$ cat config.mk
export PLATFORM = sky130hd
export DESIGN_NAME = tlb_entry
export DESIGN_NICKNAME = d
export VERILOG_FILES = /design/src/hw/mmu_pkg.sv /design/src/hw/tlb_entry.sv
export VERILOG_INCLUDE_DIRS = /design/src /design/src/include
export SDC_FILE = /design/constraint.sdc
export NUM_CORES = 1
export LEC_CHECK = 0
export BUFFER_PORTS_ARGS = -buffer_cell sky130_fd_sc_hd__buf_2
export CAP_MARGIN = 20
export CORE_MARGIN = 3
export CORE_UTILIZATION = 38
export DETAILED_ROUTE_END_ITERATION = 8
export PLACE_DENSITY = 0.85
export SYNTH_ARGS = -nofsm -noshare
export SYNTH_HDL_FRONTEND = slang
export SYNTH_SLANG_ARGS = --single-unit
export TNS_END_PERCENT = 1
$ cat constraint.sdc
create_clock -name clk_i -period 1.15 [get_ports clk_i]
set_input_delay 0.115 -clock clk_i [delete_from_list [all_inputs] [get_ports clk_i]]
set_output_delay 0.115 -clock clk_i [all_outputs]
set_load 0.005 [all_outputs]
$ cat src/include/mmu_cfg.svh
// ----------------------------------------------------------------------
// SV39 data MMU configuration
// address widths, TLB sizing, privilege codes and page fault causes
// ----------------------------------------------------------------------

`ifndef MMU_CFG_SVH
`define MMU_CFG_SVH

// ----------------------------------------------------------------------
// address widths
// ----------------------------------------------------------------------
// virtual address, SV39
`define MMU_VLEN 39
// physical address
`define MMU_PLEN 56
// physical page number
`define MMU_PPNW 44
// virtual page number, three 9 bit fields
`define MMU_VPNW 27
// width of the exception value
`define MMU_XLEN 64

// ----------------------------------------------------------------------
// data TLB
// ----------------------------------------------------------------------
// number of fully associative entries
`define MMU_TLB_ENTRIES 4
// width of an entry index, must cover MMU_TLB_ENTRIES
`define MMU_TLB_IDXW 2

// ----------------------------------------------------------------------
// privilege levels and exception causes
// ----------------------------------------------------------------------
`define MMU_PRIV_U 2'd0
`define MMU_PRIV_S 2'd1
// load and store page faults as in the privileged spec
`define MMU_CAUSE_LOAD_PF 64'd13
`define MMU_CAUSE_STORE_PF 64'd15

`endif

$ cat src/hw/mmu_pkg.sv
// ----------------------------------------------------------------------
// MMU types
// page table entry word, read flat or split into the leaf PPN fields
// ----------------------------------------------------------------------

`include "mmu_cfg.svh"

package mmu_pkg;

  // one SV39 page table entry, 64 bits in both views
  typedef union packed {
    // whole PPN, as the TLB stores and returns it
    struct packed {
      logic [9:0]           reserved;
      logic [`MMU_PPNW-1:0] ppn;
      // bits kept for software
      logic [1:0]           rsw;
      logic                 d;
      logic                 a;
      logic                 g;
      logic                 u;
      logic                 x;
      logic                 w;
      logic                 r;
      logic                 v;
    } flat;
    // PPN split per level so superpage bits can be replaced
    struct packed {
      logic [9:0]  reserved;
      logic [25:0] ppn2;
      logic [8:0]  ppn1;
      logic [8:0]  ppn0;
      logic [1:0]  rsw;
      logic [7:0]  flags;
    } leaf;
  } pte_u;

endpackage

$ cat src/hw/tlb_entry.sv
// ----------------------------------------------------------------------
// data TLB entry
// holds tag, page size and PTE, matches the lookup VPN per page size
// ----------------------------------------------------------------------

`include "mmu_cfg.svh"

module tlb_entry import mmu_pkg::*; (
  input  logic                 clk_i,
  input  logic                 rst_ni,
  input  logic                 flush_i,
  input  logic                 we_i,
  input  logic [`MMU_VPNW-1:0] refill_vpn_i,
  input  pte_u                 refill_pte_i,
  input  logic                 refill_is_2m_i,
  input  logic                 refill_is_1g_i,
  input  logic [`MMU_VPNW-1:0] lu_vpn_i,
  output logic                 valid_o,
  output logic                 match_o,
  output pte_u                 pte_o,
  output logic                 is_2m_o,
  output logic                 is_1g_o
);

  logic                 valid_q;
  logic [`MMU_VPNW-1:0] vpn_q;
  pte_u                 pte_q;
  logic                 is_2m_q;
  logic                 is_1g_q;

  // per level compare, vpn2 is 26:18, vpn1 17:9, vpn0 8:0
  logic vpn2_eq;
  logic vpn1_eq;
  logic vpn0_eq;

  assign vpn2_eq = (lu_vpn_i[26:18] == vpn_q[26:18]);
  assign vpn1_eq = (lu_vpn_i[17:9] == vpn_q[17:9]);
  assign vpn0_eq = (lu_vpn_i[8:0] == vpn_q[8:0]);

  // 1G ignores vpn1 and vpn0, 2M ignores vpn0
  assign match_o = valid_q && vpn2_eq && (is_1g_q || (vpn1_eq && (is_2m_q || vpn0_eq)));

  assign valid_o = valid_q;
  assign pte_o   = pte_q;
  assign is_2m_o = is_2m_q;
  assign is_1g_o = is_1g_q;

  // ----------------------------------------------------------------------
  // storage
  // ----------------------------------------------------------------------
  always_ff @(posedge clk_i or negedge rst_ni) begin
    if (!rst_ni) begin
      valid_q <= 1'b0;
    end else if (flush_i) begin
      valid_q <= 1'b0;
    end else if (we_i) begin
      valid_q <= 1'b1;
    end
  end

  // tag and payload
  always_ff @(posedge clk_i) begin
    if (we_i) begin
      vpn_q   <= refill_vpn_i;
      pte_q   <= refill_pte_i;
      is_2m_q <= refill_is_2m_i;
      is_1g_q <= refill_is_1g_i;
    end
  end

  // a live entry has exactly one page size
  assert property (@(posedge clk_i) disable iff (!rst_ni) valid_q |-> !(is_2m_q && is_1g_q))
    else $error("tlb_entry: entry marked both 2M and 1G");

endmodule

==> results.py, run 1 <==
metrics = {
    "global_routing": {
        "grt_pass1_wl_microns": 14100,
        "grt_usage_pct": 19.6,
        "antenna_found_initial": 0,
        "grt_max_degree": 47,
        "first_global_vias": 2775,
        "gr-total-overflow": 0,
    },
    "layout": {
        "utilization_pct": 69.1,
        "drive_gt1_share_pct": 48.3,
        "area_delta_synth_final_pct": 73.6,
        "antenna_cells": 0,
        "nets": 556,
    },
    "flow_run": {
        "maxCapViolCount": 0,
    },
    "route": {
        "drtPass1Iterations": 4,
        "wl_microns": 9100,
        "drt-initial-drc-count": 83,
        "via_count": 2389,
        "wire_per_inst_microns": 16.9,
        "drc": 0,
        "vias_per_cell": 4.43,
        "ant_nets": 0,
    },
    "timing": {
        "maxSlewHeadroom_pct": 79.2,
        "fmax_ghz": 0.541,
        "rsz0062_at_grt": "true",
        "finalCriticalPeriod_ns": 1.85,
        "worst_slack_ns": -0.698,
        "hold_violations": 0,
        "worst_pin_slew_ns": 0.310,
        "final.setup_skew_ns": 0,
        "slew_violations": 0,
        "setup_viol": 1,
        "fin_crit_sh_pct": 161,
    },
    "floorplan": {
        "coreArea_sq_um": 7890,
        "start_util_pct": 39.8,
        "chipHeight_microns": 96.9,
        "dieArea_sq_um": 9390,
        "ios": 192,
        "row_count": 32,
        "die_w_microns": 96.9,
    },
    "synthesis": {
        "synth_area_sq_um": 3140,
        "syn_inst": 133,
        "syn_area_per_cell_sq_um": 23.6,
        "mappedNetlistNets": 257,
        "ys.warnings.count": 0,
        "yosysSeqAreaShare_pct": 89.7,
        "ys_types": 11,
        "synth_seq_cells": 94,
    },
    "outcome": {
        "violations": "setup timing",
        "status": "complete, but fails checks",
    },
    "clock_tree": {
        "htreeDepth": 3,
        "cts-root-buf": "clkbuf_8",
        "clkSlewWorstSetupHoldPaths_ns": 0.09,
        "cts-buffers-inserted": 9,
        "cts_tree": "yes",
        "clk_latency_ns": 0.34,
        "clock_path_buffers": 2,
        "postCtsSetupBuffers": 0,
        "numClockSinks": 94,
    },
    "placement": {
        "io_buffers": 191,
        "dp_hpwl_microns": 5470,
        "pre_cts_ws_ns": -0.327,
        "gp_congestion": 0.808,
    },
    "power_and_ir_drop": {
        "total_leakage_power_nw": 2.32,
        "ir_drop_uv": 956,
        "total_power_w": 0.00745,
        "p_per_area_nw_per_um2": 1370,
    },
    "worst_setup_path": {
        "cp.required_ns": 1.03,
        "crit_arrival_ns": 1.73,
        "crit_fanout": 1,
        "crit_type": "reg2out",
        "end_kind": "primary output",
        "critPathLaunchType": "flip-flop",
    },
    "min_path": {
        "hold_class": "in2async",
    },
}
-- cells by family after synthesis --
logic type	Yosys count	share of synthesized area, %
AOI/OAI and AO/OA	2	0.597
xor gates and xnor gates	27	7.53
DFF	94	89.7
and+or+nand+nor	10	2.19
-- state kept, by name, indices dropped and copies added (netlist names) --
signal	count
vpn_q	27
is_1g_o	1
is_2m_o	1
pte_o	64
valid_o	1
-- stage by stage --
stage / hold WS (ns) / instances / instance area [sq um] / TNS (ns)
2_1_floorplan: -0.181 / 133 / 3150 / -0.113
3_3_place_gp: -0.109 / 428 / 4280 / -0.301
3_5_place_dp: -0.105 / 428 / 4280 / -0.327
4_1_cts: 0.0534 / 539 / 5450 / -0.734
5_1_grt: 0.0831 / 539 / 5450 / -0.787
6_report: 0.0975 / 539 / 5450 / -0.698
-- report_power, final --
| part | leakage (nW) | switching, W | internal, W |
|---|---|---|---|
| sequential | 0.923 | 0.0000959 | 0.00406 |
| combinational | 1.29 | 0.000364 | 0.000557 |
| clock | 0.113 | 0.00114 | 0.00124 |
| total | 2.32 | 0.00160 | 0.00586 |
-- cells in the mapped netlist --
| cell type | n | area share (%) |
|---|---|---|
| nor4_4 | 1 | 0.68 |
| nor3_1 | 1 | 0.16 |
| a41oi_1 | 1 | 0.28 |
| nand4_1 | 2 | 0.40 |
| xor2_1 | 18 | 5.0 |
| xnor2_1 | 9 | 2.5 |
| dfrtp_1 | 1 | 0.80 |
| a41o_1 | 1 | 0.32 |
| nor2_1 | 3 | 0.36 |
| nor4_1 | 3 | 0.60 |
| edfxtp_1 | 93 | 89 |
-- worst max-delay path, cell delays in order (launching register included) --
cell	delay, ns
edfxtp_1	0.40
xor2_1	0.16
nor4_1	0.29
a41o_1	0.23
a41oi_2	0.09
nor2_1	0.10
buf_2	0.12
-- final timing paths --
kind	end	depth (start not counted)	slack, ns	from
min reg2reg	valid_o$_DFFE_PN0P_	2	0.57	valid_o$_DFFE_PN0P_
max in group asynchronous	valid_o$_DFFE_PN0P_	2	0.97	rst_ni
min	valid_o$_DFFE_PN0P_	2	0.1	rst_ni
min in group clk_i	pte_o[40]$_DFFE_PP_	1	0.10	we_i
max	match_o	6	-0.70	vpn_q[0]$_DFFE_PP_
max reg2reg	valid_o$_DFFE_PN0P_	2	0.48	valid_o$_DFFE_PN0P_
-- cell usage in the layout (no fill, tap or decap), drive strengths merged --
master and count:
bufinv 2, nand4 2, dlygate4sd3 95, edfxtp 93, clkinv 4, inv 1
nor2 3, xor2 18, a41o 1, xnor2 9, clkbuf 9, nor4 4
nor3 1, a41oi 1, dfrtp 1, buf 193
-- final cells by class --
class	count	area, sq um
clock buffers	9	124
clock inverters	7	97.6
fillers	529	2430
multi-input cells	39	338
flip-flops and latches	94	2820
well taps	102	128
repair buffers	288	1950
-- what timing repair did --
| action | CTS | global route |
|---|---|---|
| endpoints found under the setup margin | 1 | 1 |
| hold buffers | 95 | 0 |
| gates resized for setup | 0 | 1 |
| endpoints found under the hold margin | 95 | 0 |
-- per-layer routing --
metal  vias up  GRT usage, %  wire length [microns]
met2       137          34.9                   4820
met5         -             0                      0
met1      1120          21.0                   3310
met4         0          8.53                    225
met3        18          6.71                    748
li1       1114             -                      -
Power figures use the tool's default switching activity.
==> inputs of run 2 (changes only) <==
==> constraint.sdc (replaced) <==
create_clock -name clk_i -period 1.15 [get_ports clk_i]
set_input_delay 0.115 -clock clk_i [delete_from_list [all_inputs] [get_ports clk_i]]
set_output_delay 0.115 -clock clk_i [all_outputs]
set_load 0.02 [all_outputs]
==> results.py, run 2 (synthesis results as in run 1) <==
metrics = {
    "layout": {
        "nets": 558,
        "largest_register_ff_count": 64,
        "finalInstanceArea_sq_um": 5440,
        "antenna_cells": 0,
        "fillers": 513,
        "most-common-layout-cells": "189 x buf_2, 95 x dlygate4sd3_1, 93 x edfxtp_1",
        "final_common_cell": "buf_2",
        "area_delta_synth_final_pct": 73.0,
        "regArea_sq_um": 2820,
        "final_cells": 541,
        "drive_gt1_share_pct": 48.7,
        "multi_input_area_sq_um": 345,
    },
    "clock_tree": {
        "numClockSinks": 94,
        "clk_latency_ns": 0.33,
        "cts_tree": "yes",
        "cts-root-buf": "clkbuf_8",
        "htreeDepth": 3,
        "clock_path_buffers": 2,
        "clkSlewWorstSetupHoldPaths_ns": 0.08,
        "postCtsSetupBuffers": 0,
        "cts-buffers-inserted": 9,
    },
    "timing": {
        "setup_viol": 1,
        "holdWs_ns": 0.0833,
        "hold_violations": 0,
        "tns_ns": -0.737,
        "rsz0062_at_grt": "true",
        "fmax_ghz": 0.530,
        "final.setup_skew_ns": 0,
        "worst_pin_slew_ns": 0.303,
        "fin_crit_sh_pct": 164,
        "finalCriticalPeriod_ns": 1.89,
        "maxSlewHeadroom_pct": 79.6,
        "slew_violations": 0,
        "worst_slack_ns": -0.737,
    },
    "worst_setup_path": {
        "end_kind": "primary output",
        "slowest_stage": "edfxtp_1",
        "r2r_setup_slack_ns": 0.49,
        "crit_type": "reg2out",
        "crit_fanout": 1,
        "critPathLaunchType": "flip-flop",
        "critPathBufInv": 1,
        "crit_arrival_ns": 1.77,
        "crit_path_cell_trace": "xnor2_1 -> nand4_1 -> nor4_4 -> a41oi_2 -> nor2_4 -> buf_6",
        "cp.required_ns": 1.03,
        "cpLargestDelayFamily": "simple AND/OR/NAND/NOR gates",
        "max_stage_delay_ns": 0.40,
    },
    "placement": {
        "dp_hpwl_microns": 5700,
        "gp_congestion": 0.891,
        "io_buffers": 191,
        "placed_area_sq_um": 4300,
        "place_inst": 430,
        "pre_cts_ws_ns": -0.478,
    },
    "power_and_ir_drop": {
        "ir_drop_uv": 845,
        "total_leakage_power_nw": 2.30,
        "p_per_area_nw_per_um2": 1330,
    },
    "outcome": {
        "status": "complete, but fails checks",
        "violations": "setup timing",
    },
    "route": {
        "drtPass1Iterations": 4,
        "vias_per_cell": 4.51,
        "wire_per_inst_microns": 16.9,
        "via_count": 2439,
        "wl_microns": 9160,
        "drt-initial-drc-count": 66,
        "drc": 0,
        "ant_nets": 0,
    },
    "floorplan": {
        "start_util_pct": 39.8,
        "die_w_microns": 96.9,
        "chipHeight_microns": 96.9,
        "row_count": 32,
        "ios": 192,
        "dieArea_sq_um": 9390,
        "coreArea_sq_um": 7890,
    },
    "min_path": {
        "hold_class": "in2async",
    },
    "global_routing": {
        "grt_pass1_wl_microns": 14400,
        "gr-total-overflow": 0,
        "grt_usage_pct": 20.0,
        "first_global_vias": 2841,
        "grt_max_degree": 35,
        "antenna_found_initial": 0,
    },
    "flow_run": {
        "maxCapViolCount": 0,
    },
}
run 2: cell count changes in the layout (fill, tap and decap cells not counted), moves of 2 or more:
cell        change
clkinvlp_4      +2
buf_4           +2
bufinv_16       -2
inv_6           +2
run 2: cell type report:
type	count	share of cell area, %
tap	102	2.35
timing repair buffer	290	36.3
clock buffer	10	2.35
multi-input combinational	39	6.35
clock inverter	6	0.852
sequential	94	51.8
run 2: power by group:
part           switching [W]  internal, W  leakage, nW
logic               0.000574     0.000566         1.30
clock network        0.00113     0.000802       0.0833
registers          0.0000968      0.00406        0.923
total                0.00181      0.00543         2.30
run 2: final timing paths:
| path | start | endpoint | cells after the start |
|---|---|---|---|
| max | vpn_q[17]$_DFFE_PP_ | match_o | 6 |
| min | rst_ni | valid_o$_DFFE_PN0P_ | 2 |
| max reg2reg | valid_o$_DFFE_PN0P_ | valid_o$_DFFE_PN0P_ | 2 |
| min reg2reg | valid_o$_DFFE_PN0P_ | valid_o$_DFFE_PN0P_ | 2 |
| max in group asynchronous | rst_ni | valid_o$_DFFE_PN0P_ | 2 |
| min in group clk_i | we_i | vpn_q[0]$_DFFE_PP_ | 1 |
run 2: repair_timing:
item | CTS | global route
gates resized for setup | 3 | 0
hold buffers | 95 | 0
pin swaps | 5 | 1
cloned | 0 | 0
endpoints found under the hold margin | 95 | 0
endpoints found under the setup margin | 1 | 1
run 2: worst register-to-register path, cell delays in order (launching register included):
cell	delay, ns
dfrtp_1	0.41
nor2_1	0.11
nor2_1	0.05
run 2: through the flow:
| step | utilization [%] | power (W) |
|---|---|---|
| floorplan | - | 0.00458 |
| global placement | 54.5 | 0.00505 |
| detailed placement | 54.5 | 0.00509 |
| CTS | 68.9 | 0.00727 |
| global route | 68.9 | 0.00756 |
| finish | 68.9 | 0.00724 |
run 2: layer usage:
metal | global-route usage [%] | vias to the layer above | share of wire, %
met5 | 0 | - | 0
met4 | 10.7 | 0 | 3.2
met3 | 8.29 | 23 | 10
met2 | 34.9 | 152 | 52
met1 | 20.3 | 1141 | 35
li1 | - | 1123 | -
