--- src/include/mmu_cfg.svh ---
// ----------------------------------------------------------------------
// SV39 data MMU configuration
// address widths, TLB sizing, privilege codes and page fault causes
// ----------------------------------------------------------------------

`ifndef MMU_CFG_SVH
`define MMU_CFG_SVH

// ----------------------------------------------------------------------
// address widths
// ----------------------------------------------------------------------
// virtual address, SV39
`define MMU_VLEN 39
// physical address
`define MMU_PLEN 56
// physical page number
`define MMU_PPNW 44
// virtual page number, three 9 bit fields
`define MMU_VPNW 27
// width of the exception value
`define MMU_XLEN 64

// ----------------------------------------------------------------------
// data TLB
// ----------------------------------------------------------------------
// number of fully associative entries
`define MMU_TLB_ENTRIES 4
// width of an entry index, must cover MMU_TLB_ENTRIES
`define MMU_TLB_IDXW 2

// ----------------------------------------------------------------------
// privilege levels and exception causes
// ----------------------------------------------------------------------
`define MMU_PRIV_U 2'd0
`define MMU_PRIV_S 2'd1
// load and store page faults as in the privileged spec
`define MMU_CAUSE_LOAD_PF 64'd13
`define MMU_CAUSE_STORE_PF 64'd15

`endif

--- src/hw/mmu_pkg.sv ---
// ----------------------------------------------------------------------
// MMU types
// page table entry word, read flat or split into the leaf PPN fields
// ----------------------------------------------------------------------

`include "mmu_cfg.svh"

package mmu_pkg;

  // one SV39 page table entry, 64 bits in both views
  typedef union packed {
    // whole PPN, as the TLB stores and returns it
    struct packed {
      logic [9:0]           reserved;
      logic [`MMU_PPNW-1:0] ppn;
      // bits kept for software
      logic [1:0]           rsw;
      logic                 d;
      logic                 a;
      logic                 g;
      logic                 u;
      logic                 x;
      logic                 w;
      logic                 r;
      logic                 v;
    } flat;
    // PPN split per level so superpage bits can be replaced
    struct packed {
      logic [9:0]  reserved;
      logic [25:0] ppn2;
      logic [8:0]  ppn1;
      logic [8:0]  ppn0;
      logic [1:0]  rsw;
      logic [7:0]  flags;
    } leaf;
  } pte_u;

endpackage

--- src/hw/dtlb_translate.sv ---
// ----------------------------------------------------------------------
// data address translation stage
// cycle 0 hit and PPN, cycle 1 physical address and page faults
// ----------------------------------------------------------------------

`include "mmu_cfg.svh"

module dtlb_translate import mmu_pkg::*; (
  input  logic                 clk_i,
  input  logic                 rst_ni,
  input  logic                 en_ld_st_translation_i,
  input  logic                 lsu_req_i,
  input  logic [`MMU_VLEN-1:0] lsu_vaddr_i,
  input  logic                 lsu_is_store_i,
  input  logic [1:0]           ld_st_priv_lvl_i,
  input  logic                 sum_i,
  input  logic                 tlb_hit_i,
  input  pte_u                 tlb_pte_i,
  input  logic                 tlb_is_2m_i,
  input  logic                 tlb_is_1g_i,
  output logic                 lsu_dtlb_hit_o,
  output logic [`MMU_PPNW-1:0] lsu_dtlb_ppn_o,
  output logic                 dtlb_miss_o,
  output logic                 lsu_valid_o,
  output logic [`MMU_PLEN-1:0] lsu_paddr_o,
  output logic                 lsu_ex_valid_o,
  output logic [63:0]          lsu_ex_cause_o,
  output logic [`MMU_XLEN-1:0] lsu_ex_tval_o
);

  // superpages take the low PPN fields from the virtual address
  function automatic logic [`MMU_PPNW-1:0] leaf_ppn(input pte_u pte,
                                                    input logic [`MMU_VLEN-1:0] vaddr,
                                                    input logic is_2m,
                                                    input logic is_1g);
    pte_u p;
    p = pte;
    if (is_2m || is_1g) begin
      p.leaf.ppn0 = vaddr[20:12];
    end
    if (is_1g) begin
      p.leaf.ppn1 = vaddr[29:21];
    end
    return p.flat.ppn;
  endfunction

  // request stage, control
  logic                 req_q;
  logic                 en_q;
  logic                 hit_q;
  // request stage, payload
  logic [`MMU_VLEN-1:0] vaddr_q;
  logic                 is_store_q;
  logic [1:0]           priv_q;
  logic                 sum_q;
  pte_u                 pte_q;
  logic                 is_2m_q;
  logic                 is_1g_q;

  logic                 access_err;
  logic                 fault;

  // ----------------------------------------------------------------------
  // cycle 0
  // ----------------------------------------------------------------------
  // without translation every request is ready at once
  assign lsu_dtlb_hit_o = en_ld_st_translation_i ? tlb_hit_i : 1'b1;
  assign lsu_dtlb_ppn_o = en_ld_st_translation_i ?
                          leaf_ppn(tlb_pte_i, lsu_vaddr_i, tlb_is_2m_i, tlb_is_1g_i) :
                          `MMU_PPNW'(lsu_vaddr_i[`MMU_VLEN-1:12]);
  // perf counter pulse
  assign dtlb_miss_o    = lsu_req_i && en_ld_st_translation_i && !tlb_hit_i;

  always_ff @(posedge clk_i or negedge rst_ni) begin
    if (!rst_ni) begin
      req_q <= 1'b0;
      en_q  <= 1'b0;
      hit_q <= 1'b0;
    end else begin
      req_q <= lsu_req_i;
      en_q  <= en_ld_st_translation_i;
      hit_q <= tlb_hit_i;
    end
  end

  always_ff @(posedge clk_i) begin
    vaddr_q    <= lsu_vaddr_i;
    is_store_q <= lsu_is_store_i;
    priv_q     <= ld_st_priv_lvl_i;
    sum_q      <= sum_i;
    pte_q      <= tlb_pte_i;
    is_2m_q    <= tlb_is_2m_i;
    is_1g_q    <= tlb_is_1g_i;
  end

  // ----------------------------------------------------------------------
  // cycle 1
  // ----------------------------------------------------------------------
  // a miss stays silent until the requester refills and retries
  assign lsu_valid_o = req_q && (!en_q || hit_q);
  assign lsu_paddr_o = en_q ? {leaf_ppn(pte_q, vaddr_q, is_2m_q, is_1g_q), vaddr_q[11:0]} :
                              `MMU_PLEN'(vaddr_q);

  // S mode needs SUM for user pages, U mode needs a user page
  assign access_err = ((priv_q == `MMU_PRIV_S) && !sum_q && pte_q.flat.u) ||
                      ((priv_q == `MMU_PRIV_U) && !pte_q.flat.u);
  // stores also need write permission and a set dirty bit
  assign fault = is_store_q ? (!pte_q.flat.w || !pte_q.flat.d || access_err) : access_err;

  assign lsu_ex_valid_o = req_q && en_q && hit_q && fault;
  assign lsu_ex_cause_o = !lsu_ex_valid_o ? 64'd0 :
                          is_store_q ? `MMU_CAUSE_STORE_PF : `MMU_CAUSE_LOAD_PF;
  // tval is the faulting vaddr, sign extended
  assign lsu_ex_tval_o  = !lsu_ex_valid_o ? '0 :
                          {{(`MMU_XLEN - `MMU_VLEN){vaddr_q[`MMU_VLEN-1]}}, vaddr_q};

  // permission checks only know U and S, any other level would pass unchecked
  assert property (@(posedge clk_i) disable iff (!rst_ni)
                   lsu_req_i && en_ld_st_translation_i |->
                   ld_st_priv_lvl_i inside {`MMU_PRIV_U, `MMU_PRIV_S})
    else $error("dtlb_translate: translated request with unsupported privilege");

endmodule

--- config.mk ---
export PLATFORM = sky130hd
export DESIGN_NAME = dtlb_translate
export DESIGN_NICKNAME = d
export VERILOG_FILES = /design/src/hw/mmu_pkg.sv /design/src/hw/dtlb_translate.sv
export VERILOG_INCLUDE_DIRS = /design/src /design/src/include
export SDC_FILE = /design/constraint.sdc
export NUM_CORES = 1
export LEC_CHECK = 0
export BUFFER_PORTS_ARGS = -buffer_cell sky130_fd_sc_hd__buf_2
export CORE_AREA = 2 2 136 138
export DETAILED_ROUTE_END_ITERATION = 6
export DIE_AREA = 0 0 138 140
export GPL_TIMING_DRIVEN = 0
export SLEW_MARGIN = 20
export SYNTH_ARGS = -nofsm -noshare
export SYNTH_HDL_FRONTEND = slang
export SYNTH_SLANG_ARGS = --single-unit
--- constraint.sdc ---
create_clock -name clk_i -period 4.2 [get_ports clk_i]
set_input_delay 0.63 -clock clk_i [delete_from_list [all_inputs] [get_ports clk_i]]
set_output_delay 0.63 -clock clk_i [all_outputs]
set_load 0.02 [all_outputs]
==> key figures, run 1 <==
Status
  • Status: finished clean

Min path
  • Worst hold path class: in2async

Yosys
  • Area fraction of the dominant cell type after synthesis: 0.451
  • Sequential share of the synthesized area: 0.469
  • Synth area leaders: dfxtp_1, buf_4, mux2_2
  • Cell taking the most area after synthesis: dfxtp_1
  • Synth Area in Compound Gates: 0.00612
  • Synth warnings: 0
  • Post-Synth Simple-Gate Area: 0.146
  • XOR/XNOR share of the synthesized area: 0
  • Mux contribution to synthesized area: 0.165
  • Post-synthesis register bit count: 95
  • Distinct cells, synth: 23
  • Synth Cell Area: 0.00409 mm2
  • Synth Area in Adders: 0
  • Synthesized instance count: 351
  • Largest family of logic cells by synthesized area: buffers and inverters
  • Syn Area/Cell: 11.6 um2

Power and ir drop
  • Flop pwr share: 0.436
  • Clk network pwr share: 0.364
  • Cell leakage power: 0.00351 uW
  • Total internal power: 1580 uW
  • Comb pwr share: 0.201
  • Switching Share: 0.286
  • PwrDens: 355 mW/mm2
  • VDD IR max: 0.181 mV
  • Net switching power: between 600 and 700 uW

STA
  • Final hold vios: 0
  • Unrepaired setup endpoints after global routing: no
  • Slew Viols, Final: 0
  • Minimum clock period: 3.06 ns
  • Setup-failing EPs final: 0
  • Final worst-path cycle share: 0.728
  • Slack of the critical path: 1.14 ns
  • Max Fclk: between 300 and 400 MHz
  • Worst Tran Pin Value: 0.828 ns
  • Fin Setup TNS: 0 ns
  • Slew margin rel.: 0.448

Detailed routing
  • Met3 wire length: between 1 and 1.5 mm
  • First-pass DRT Iterations: 4
  • Met1 wire length: ~4 mm
  • Post-route ant nets: 0
  • WL/cell: between 10 and 15 um
  • Top Metal Used: met4
  • Vias/cell: 3.45
  • DRC: 0
  • DRT iter0 DRCs: 62
  • Routed length on met2: 5.16 mm
  • Final WL: 10.5 mm
  • Vias post-DR: 3,181

Floorplanning
  • Chip height: 140 um
  • Initial core utilization: 0.230
  • Rows: 49
  • Core ar.: 0.0178 mm2
  • Die width: roughly 140 um
  • Die area: just under 0.02 mm2
  • IO Pins: 346

Critical path
  • CP bufs+invs: 3
  • CP arrival: roughly 2.4 ns
  • CP Cell Sequence: buf_4 > and3_1 > o31a_2 > and2_1 > buf_4 > buf_2
  • CP delay by family, top: simple AND/OR/NAND/NOR gates
  • Crit path largest cell delay: 0.71 ns
  • Slowest CP cell: and2_1
  • CP Launch Type: flip-flop
  • Worst endpoint required time: 3.57 ns
  • Crit end category: output pin
  • Critical path class: reg2out
  • Worst-path fanout max: 26
  • Most used cell, CP: buf_4

Clock tree
  • CTS resizes: 0
  • Hold buffers post-CTS: 0
  • H-tree level count: 3
  • TritonCTS clock tree: built
  • CTS root buffer: clkbuf_16
  • CTS Buffer Depth: 2
  • Post-CTS Setup Inserts: 0
  • Clk slew on worst S/H paths: approximately 0.06 ns
  • Cts bufs inserted: 9
  • Clock Sinks: 95

GRT
  • Global-route wire length before repair: around 16 mm
  • Largest net degree at the start of global routing: 27
  • Vias in the first global route: 3,050
  • Initial antenna violation count: 1
  • GRT Total Usage: 0.105
  • Total grt overflow: 0

Place
  • HPWL Detailed: 8.70 mm
  • Dpl ws: roughly 1.5 ns
  • Placer Congestion: about 0.76
  • Number of port buffers: between 200 and 300
  • Dpl cell area: 0.00594 mm2

Final layout
  • Final instance area: 0.00624 mm2
  • Antenna Cells: 0
  • Share of cells above drive strength 1: 0.680
  • Total Nets Final: 803
  • Fillers: 1,780
  • Area Overhead vs Synth: 52.6%

Run
  • Max-Cap Viols: 0
## through the flow
step / hold WS [ns] / instances / utilization / power (uW)
6_report: 0.0764 / 923 / 0.351 / 2220
5_1_grt: 0.0513 / 923 / 0.351 / 2330
4_1_cts: 0.0584 / 923 / 0.351 / 2250
3_5_place_dp: 0.429 / 907 / 0.334 / 1430
3_3_place_gp: 0.426 / 907 / 0.334 / 1430
2_1_floorplan: 0.334 / 410 / - / 1290
## cell families (layout without fill, tap and decap cells)
logic type | count (synthesis) | after routing
AO/OA/AOI/OAI | 3 | 3
buffers and inverters | 115 | 399
flip-flops | 95 | 95
multiplexers | 54 | 54
other | 1 | 60
AND/OR/NAND/NOR | 83 | 83
## layer usage
| layer | global-route usage | up-vias |
|---|---|---|
| met1 | 0.114 | 1352 |
| li1 | - | 1632 |
| met5 | 0 | - |
| met3 | 0.0458 | 13 |
| met4 | 0.0392 | 0 |
| met2 | 0.180 | 184 |
## synth_stat cells
library cell / instances
a21boi_0: 1
a21boi_1: 1
and2_1: 56
and2_4: 18
and3_1: 1
buf_2: 2
buf_4: 102
buf_6: 7
clkbuf_1: 2
conb_1: 1
dfrtp_1: 3
dfxtp_1: 92
inv_1: 2
mux2_2: 36
mux2_4: 18
nand2b_1: 1
nand2b_2: 1
nor2_1: 1
nor2_8: 1
nor2b_4: 2
nor3_1: 1
nor4bb_1: 1
o31a_2: 1
## worst paths after layout
| kind | from | to | cells after the start |
|---|---|---|---|
| hold / removal | rst_ni | req_q | 1 |
| setup / recovery | en_q | lsu_ex_tval_o[53] | 6 |
| max in group asynchronous | rst_ni | en_q | 1 |
| min in group clk_i | lsu_vaddr_i[5] | vaddr_q[5] | 1 |
## area by class of cell
| cell class | count | area [um2] | share of cell area |
|---|---|---|---|
| plain buffers | 113 | 862 | 0.138 |
| clock buffers | 10 | 239 | 0.0383 |
| clock inverters | 6 | 62.6 | 0.0100 |
| inverters | 2 | 7.51 | 0.00120 |
| multi-input cells | 200 | 1520 | 0.244 |
| flip-flops and latches | 95 | 1920 | 0.307 |
| well taps | 229 | 287 | 0.0459 |
| repair buffers | 268 | 1340 | 0.215 |
## placed cells by master, fill, tap and decap left out, types with 2 or more instances in the layout
cell type and count:
and2_1 56, and2_4 18, buf_2 270, buf_4 102, buf_6 7, clkbuf_1 2, clkbuf_16 9, clkinv_4 3
conb_1 60, dfrtp_1 3, dfxtp_1 92, inv_1 2, mux2_2 36, mux2_4 18, nor2b_4 2
## power groups by stage
stage	clock (uW)	combinational [uW]	sequential, uW
floorplan	0	308	982
global placement	0	446	985
detailed placement	0	447	987
CTS	840	448	966
global route	888	476	971
finish	806	445	965
## flip-flops by register name, indices dropped and copies added (netlist names)
| name | flops |
|---|---|
| is_2m_q | 1 |
| priv_q | 2 |
| is_store_q | 1 |
| en_q | 1 |
| vaddr_q | 39 |
| pte_q | 47 |
| hit_q | 1 |
| req_q | 1 |
| sum_q | 1 |
| is_1g_q | 1 |
No activity file was read; power rests on OpenSTA's default activity.
==> run 2: changes to the inputs <==
--- a/config.mk
+++ b/config.mk
@@ -7,9 +7,9 @@
 export NUM_CORES = 1
 export LEC_CHECK = 0
 export BUFFER_PORTS_ARGS = -buffer_cell sky130_fd_sc_hd__buf_2
-export CORE_AREA = 2 2 136 138
+export CORE_AREA = 2 2 133 135
 export DETAILED_ROUTE_END_ITERATION = 6
-export DIE_AREA = 0 0 138 140
+export DIE_AREA = 0 0 135 137
 export GPL_TIMING_DRIVEN = 0
 export SLEW_MARGIN = 20
 export SYNTH_ARGS = -nofsm -noshare
==> constraint.sdc (replaced) <==
create_clock -name clk_i -period 2.65 [get_ports clk_i]
set_input_delay 0.3975 -clock clk_i [delete_from_list [all_inputs] [get_ports clk_i]]
set_output_delay 0.3975 -clock clk_i [all_outputs]
set_load 0.02 [all_outputs]
==> key figures, run 2 (synthesis gave the netlist of run 1 again) <==
Status
  • Status: finished clean

Power and ir drop
  • Design Power: about 3600 uW
  • VDD IR max: approximately 0.31 mV
  • Cell leakage power: 0.00351 uW
  • PwrDens: 569 mW/mm2

Critical path
  • Most used cell, CP: buf_4
  • Slowest CP cell: dfrtp_1
  • Worst endpoint required time: between 2 and 2.5 ns
  • CP Cell Sequence: buf_4 > and3_1 > o31a_2 > and2_4 > buf_4 > buf_2
  • Worst-path fanout max: 26
  • Critical path class: reg2out
  • CP arrival: 1.99 ns
  • Crit end category: output pin
  • CP Launch Type: flip-flop
  • Crit path largest cell delay: 0.35 ns

Final layout
  • Top reg by flops: pte_q
  • Final instance area: 0.00625 mm2
  • Top flop regs: pte_q x47, vaddr_q x39, priv_q x2
  • Max reg flops: 47
  • Fillers: 1,744
  • Total Nets Final: 804
  • Core Util, Final: 0.366
  • Most frequent cells in the layout: buf_2, buf_4, dfxtp_1
  • Share of cells above drive strength 1: 0.681
  • Commonest non-fill, non-tap cell in the layout: buf_2
  • Antenna Cells: 0
  • Area Overhead vs Synth: 52.9%
  • Reg area: 0.00192 mm2
  • Multi-input logic area: 0.00152 mm2

Clock tree
  • CTS root buffer: clkbuf_16
  • TritonCTS clock tree: built
  • H-tree level count: 3
  • Post-CTS Setup Inserts: 0
  • Clock Sinks: 95
  • Clk slew on worst S/H paths: ~0.07 ns
  • CTS Buffer Depth: 2
  • Cts bufs inserted: 9

Floorplanning
  • Rows: 48
  • Die area: 0.0185 mm2
  • IO Pins: 346
  • Die width: 135 um
  • Chip height: between 100 and 150 um
  • Core ar.: 0.0171 mm2
  • Initial core utilization: 0.240

GRT
  • Vias in the first global route: 2,845
  • Global-route wire length before repair: 14.8 mm
  • Total grt overflow: 0
  • GRT Total Usage: 0.106
  • Largest net degree at the start of global routing: 27
  • Initial antenna violation count: 0

Place
  • Number of port buffers: approximately 270
  • Dpl ws: roughly 0.12 ns
  • Placer Congestion: 0.728
  • Dpl cell area: 0.00593 mm2
  • HPWL Detailed: 8.70 mm

Detailed routing
  • Final WL: 10.5 mm
  • WL/cell: 11.4 um
  • Vias/cell: approximately 3.4
  • First-pass DRT Iterations: 4
  • DRT iter0 DRCs: 36
  • Post-route ant nets: 0
  • Vias post-DR: 3,169
  • DRC: 0

STA
  • Slew Viols, Final: 0
  • Final hold vios: 0
  • Slack of the critical path: about 0.26 ns
  • Final worst-path cycle share: 0.901
  • Setup-failing EPs final: 0
  • Fin Setup TNS: 0 ns
  • Max Fclk: 419 MHz
  • Minimum clock period: 2.39 ns
  • Unrepaired setup endpoints after global routing: no

Min path
  • Worst hold path class: in2reg
  • Hold depth: 1

Run
  • Max-Cap Viols: 0
run 2: cell types whose count changed in the layout (fill, tap and decap cells not counted), sizes merged:
cell / change
dlygate4sd3: +1
bufinv: +1
clkbuf: -1
clkinv: -3
clkinvlp: +2
inv: +1
run 2: area by class of cell:
type,instances,share of cell area
inverter,2,0.00120
clock inverter,7,0.0126
multi-input combinational,200,0.244
sequential,95,0.307
timing repair buffer,269,0.216
clock buffer,9,0.0361
tap,225,0.0451
buffer,113,0.138
run 2: worst paths after layout:
kind,startpoint,endpoint,slack (ns)
hold / removal,tlb_pte_i[7],pte_q[7],0.16
setup / recovery,en_q,lsu_ex_tval_o[59],0.26
max in group asynchronous,rst_ni,en_q,2.14
min in group asynchronous,rst_ni,hit_q,0.39
run 2: power breakdown:
group          switching (uW)  internal (uW)  total (uW)  leakage, uW
clock                     574            743        1320     0.000144
sequential               25.5           1510        1530     0.000811
combinational             390            318         708      0.00256
total                     990           2570        3560      0.00351
run 2: through the flow:
stage | hold WS [ns] | std cells
2_1_floorplan | 0.102 | 410
3_3_place_gp | 0.200 | 903
3_5_place_dp | 0.201 | 903
4_1_cts | 0.136 | 920
5_1_grt | 0.128 | 920
6_report | 0.156 | 920
run 2: worst max-delay path: cells and delay by family (launching register included):
| family | cells | cell delay (ns) |
|---|---|---|
| DFF | 1 | 0.35 |
| AOI/OAI and AO/OA | 1 | 0.29 |
| buffers and inverters | 3 | 0.50 |
| and+or+nand+nor | 2 | 0.51 |
run 2: metal layers:
metal	track usage	wire (um)
met5	0	0
met4	0.0417	181
met2	0.189	5280
met3	0.0496	1300
met1	0.109	3760
run 2: timing repair:
item / 4_1_cts / 5_1_grt
resized for setup: 1 / 1
setup endpoints to repair: 26 / 26
hold endpoints to repair: 3 / 0
hold buffers: 1 / 0
==> run 3: changes to the inputs <==
--- a/config.mk
+++ b/config.mk
@@ -6,10 +6,11 @@
 export SDC_FILE = /design/constraint.sdc
 export NUM_CORES = 1
 export LEC_CHECK = 0
+export ABC_AREA = 1
 export BUFFER_PORTS_ARGS = -buffer_cell sky130_fd_sc_hd__buf_2
-export CORE_AREA = 2 2 133 135
+export CORE_AREA = 2 2 136 138
 export DETAILED_ROUTE_END_ITERATION = 6
-export DIE_AREA = 0 0 135 137
+export DIE_AREA = 0 0 138 140
 export GPL_TIMING_DRIVEN = 0
 export SLEW_MARGIN = 20
 export SYNTH_ARGS = -nofsm -noshare
==> key figures, run 3 <==
Status
  • Status: finished clean

Critical path
  • Worst-path fanout max: 10
  • Crit path largest cell delay: 0.47 ns
  • Crit end category: output pin
  • CP Launch Type: flip-flop
  • CP delay by family, top: buffers and inverters
  • CP arrival: 1.99 ns
  • CP bufs+invs: 4
  • Critical path class: reg2out
  • Slowest CP cell: clkbuf_1
  • Worst endpoint required time: 2.25 ns
  • CP Cell Sequence: buf_4 > nand3_1 > inv_1 > nand2_1 > clkbuf_1 > nor2_1 > buf_2

GRT
  • Largest net degree at the start of global routing: 17
  • Global routing's busiest layer: met2
  • Vias in the first global route: 3,521
  • Global-route wire length before repair: between 15 and 20 mm
  • Met2 GRT Util: 0.200
  • Met3 layer usage reported by global route: 0.0301
  • Total grt overflow: 0
  • GRT Total Usage: 0.117
  • Met1 GRT Util: 0.138
  • Initial antenna violation count: 1

Yosys
  • Most used DFF post-synth: dfxtp_1
  • Synth Area in Adders: 0
  • Synthesized instance count: between 500 and 600
  • Post-synthesis async set-or-reset flop share: 0.0316
  • Synth warnings: 0
  • Top-count cell post-synth: nand2_1
  • Post-Synth Simple-Gate Area: 0.174
  • Mux contribution to synthesized area: 0
  • Synth Cell Area: 0.00403 mm2
  • Synth area leaders: dfxtp_1, buf_4, nand2_1
  • Cell taking the most area after synthesis: dfxtp_1
  • Post-synthesis register bit count: 95
  • Largest family of logic cells by synthesized area: buffers and inverters
  • Synth Area in Compound Gates: 0.0561
  • Distinct cells, synth: 21
  • Number of synthesized flops with an enable pin: 0
  • Sequential share of the synthesized area: 0.475
  • Area fraction of the dominant cell type after synthesis: 0.457
  • Syn Area/Cell: roughly 7.8 um2
  • Commonest cells post-synth: nand2_1, buf_4, dfxtp_1, inv_1, nor2_1
  • XOR/XNOR share of the synthesized area: 0

Min path
  • Worst hold path class: in2reg

Final layout
  • Top flop regs: pte_q x47, vaddr_q x39, priv_q x2
  • Top reg by flops: pte_q
  • Share of cells above drive strength 1: 0.472
  • Commonest non-fill, non-tap cell in the layout: buf_2
  • Non-Filler Instances: 1,095
  • Max reg flops: 47
  • Most frequent cells in the layout: buf_2, nand2_1, buf_4
  • Area Overhead vs Synth: 54.4%
  • Total Nets Final: about 1,000

STA
  • Max Fclk: 418 MHz
  • Final worst-path cycle share: 0.902
  • Worst Tran Pin Value: about 0.53 ns
  • Setup-failing EPs final: 0
  • Final hold vios: 0
  • Hold Slack: 0.151 ns
  • Slew margin rel.: 0.646
  • Slew Viols, Final: 0
  • Minimum clock period: 2.39 ns
  • Unrepaired setup endpoints after global routing: no

Detailed routing
  • Post-route ant nets: 0
  • Vias/cell: between 3 and 4
  • DRC: 0
  • WL/cell: 10.6 um
  • Final WL: 11.6 mm
  • Vias post-DR: ~3,800
  • First-pass DRT Iterations: 4
  • DRT iter0 DRCs: 87

Floorplanning
  • IO Pins: 346
  • Chip height: 140 um
  • Initial core utilization: 0.227
  • Die area: 0.0193 mm2
  • Rows: 49
  • Die width: 138 um
  • Core ar.: 0.0178 mm2

Run
  • Max-Cap Viols: 0

Clock tree
  • TritonCTS clock tree: built
  • Cts bufs inserted: 9
  • H-tree level count: 3
  • CTS Buffer Depth: 2
  • Clock Sinks: 95
  • CTS root buffer: clkbuf_16
  • Clk slew on worst S/H paths: 0.07 ns
  • Post-CTS Setup Inserts: 0

Place
  • HPWL Detailed: 9.53 mm
  • Number of port buffers: between 200 and 300
  • Placer Congestion: 0.781
  • Cell Count Post-Placement: roughly 1,100

Power and ir drop
  • VDD IR max: 0.262 mV
  • PwrDens: 575 mW/mm2
  • Cell leakage power: 0.00403 uW
[run 3: cell count changes in the layout (fill, tap and decap cells not counted), moves of 3 or more]
cell,delta
mux2_2,-36
nand2_1,+122
a21oi_1,+10
nor2_1,+48
clkbuf_1,+8
inv_1,+87
mux2_4,-18
o21ai_0,+18
o21ai_2,+9
buf_6,-3
and2_4,-19
and2_1,-55
[run 3: layout make-up]
cell class              instances  area [um2]
fillers                      1837       11600
inverters                      91         347
plain buffers                 116         840
clock buffers                  10         239
multi-input cells             277        1170
diodes                          1        2.50
clock inverters                 6        68.8
flip-flops and latches         95        1920
well taps                     229         287
repair buffers                270        1360
[run 3: kinds of logic after synthesis]
| family | count (synthesis) |
|---|---|
| buffers and inverters | 207 |
| and+or+nand+nor | 179 |
| DFF | 95 |
| AOI/OAI and AO/OA | 38 |
| other | 1 |
[run 3: stage by stage]
stage          utilization  TNS [ns]  cell area, um2  power [uW]  setup WS (ns)
4_1_cts              0.350         0            6220        3640         0.0105
2_1_floorplan            -         0            4260        2030          0.254
3_5_place_dp         0.332         0            5900        2280          0.371
3_3_place_gp         0.331     -6.23            5880        2270         -0.244
5_1_grt              0.350         0            6230        3770         0.0448
6_report             0.350         0            6230        3580          0.259
[run 3: path summary, 6_finish.rpt]
| path | cells after the start | endpoint | start |
|---|---|---|---|
| min in group asynchronous | 2 | req_q | rst_ni |
| worst min-delay path | 1 | pte_q[7] | tlb_pte_i[7] |
| max in group asynchronous | 2 | hit_q | rst_ni |
| worst max-delay path | 7 | lsu_ex_tval_o[32] | en_q |
[run 3: repair_timing]
action	in CTS	in global routing
hold buffers	1	0
gates resized for setup	1	2
pin swaps	0	0
setup endpoints to repair	3	17
hold endpoints to repair	3	0
[run 3: layer usage]
layer | up-vias | part of all wire | routed length (um)
met1 | 1581 | 0.40 | 4680
met5 | - | 0 | 0
li1 | 2029 | - | -
met3 | 13 | 0.084 | 974
met4 | 0 | 0.021 | 248
met2 | 191 | 0.49 | 5680
[run 3: where the power goes]
part           switching, uW  internal [uW]  total, uW
registers               21.5           1500       1530
logic                    446            271        718
clock network            572            762       1330
total                   1040           2540       3580
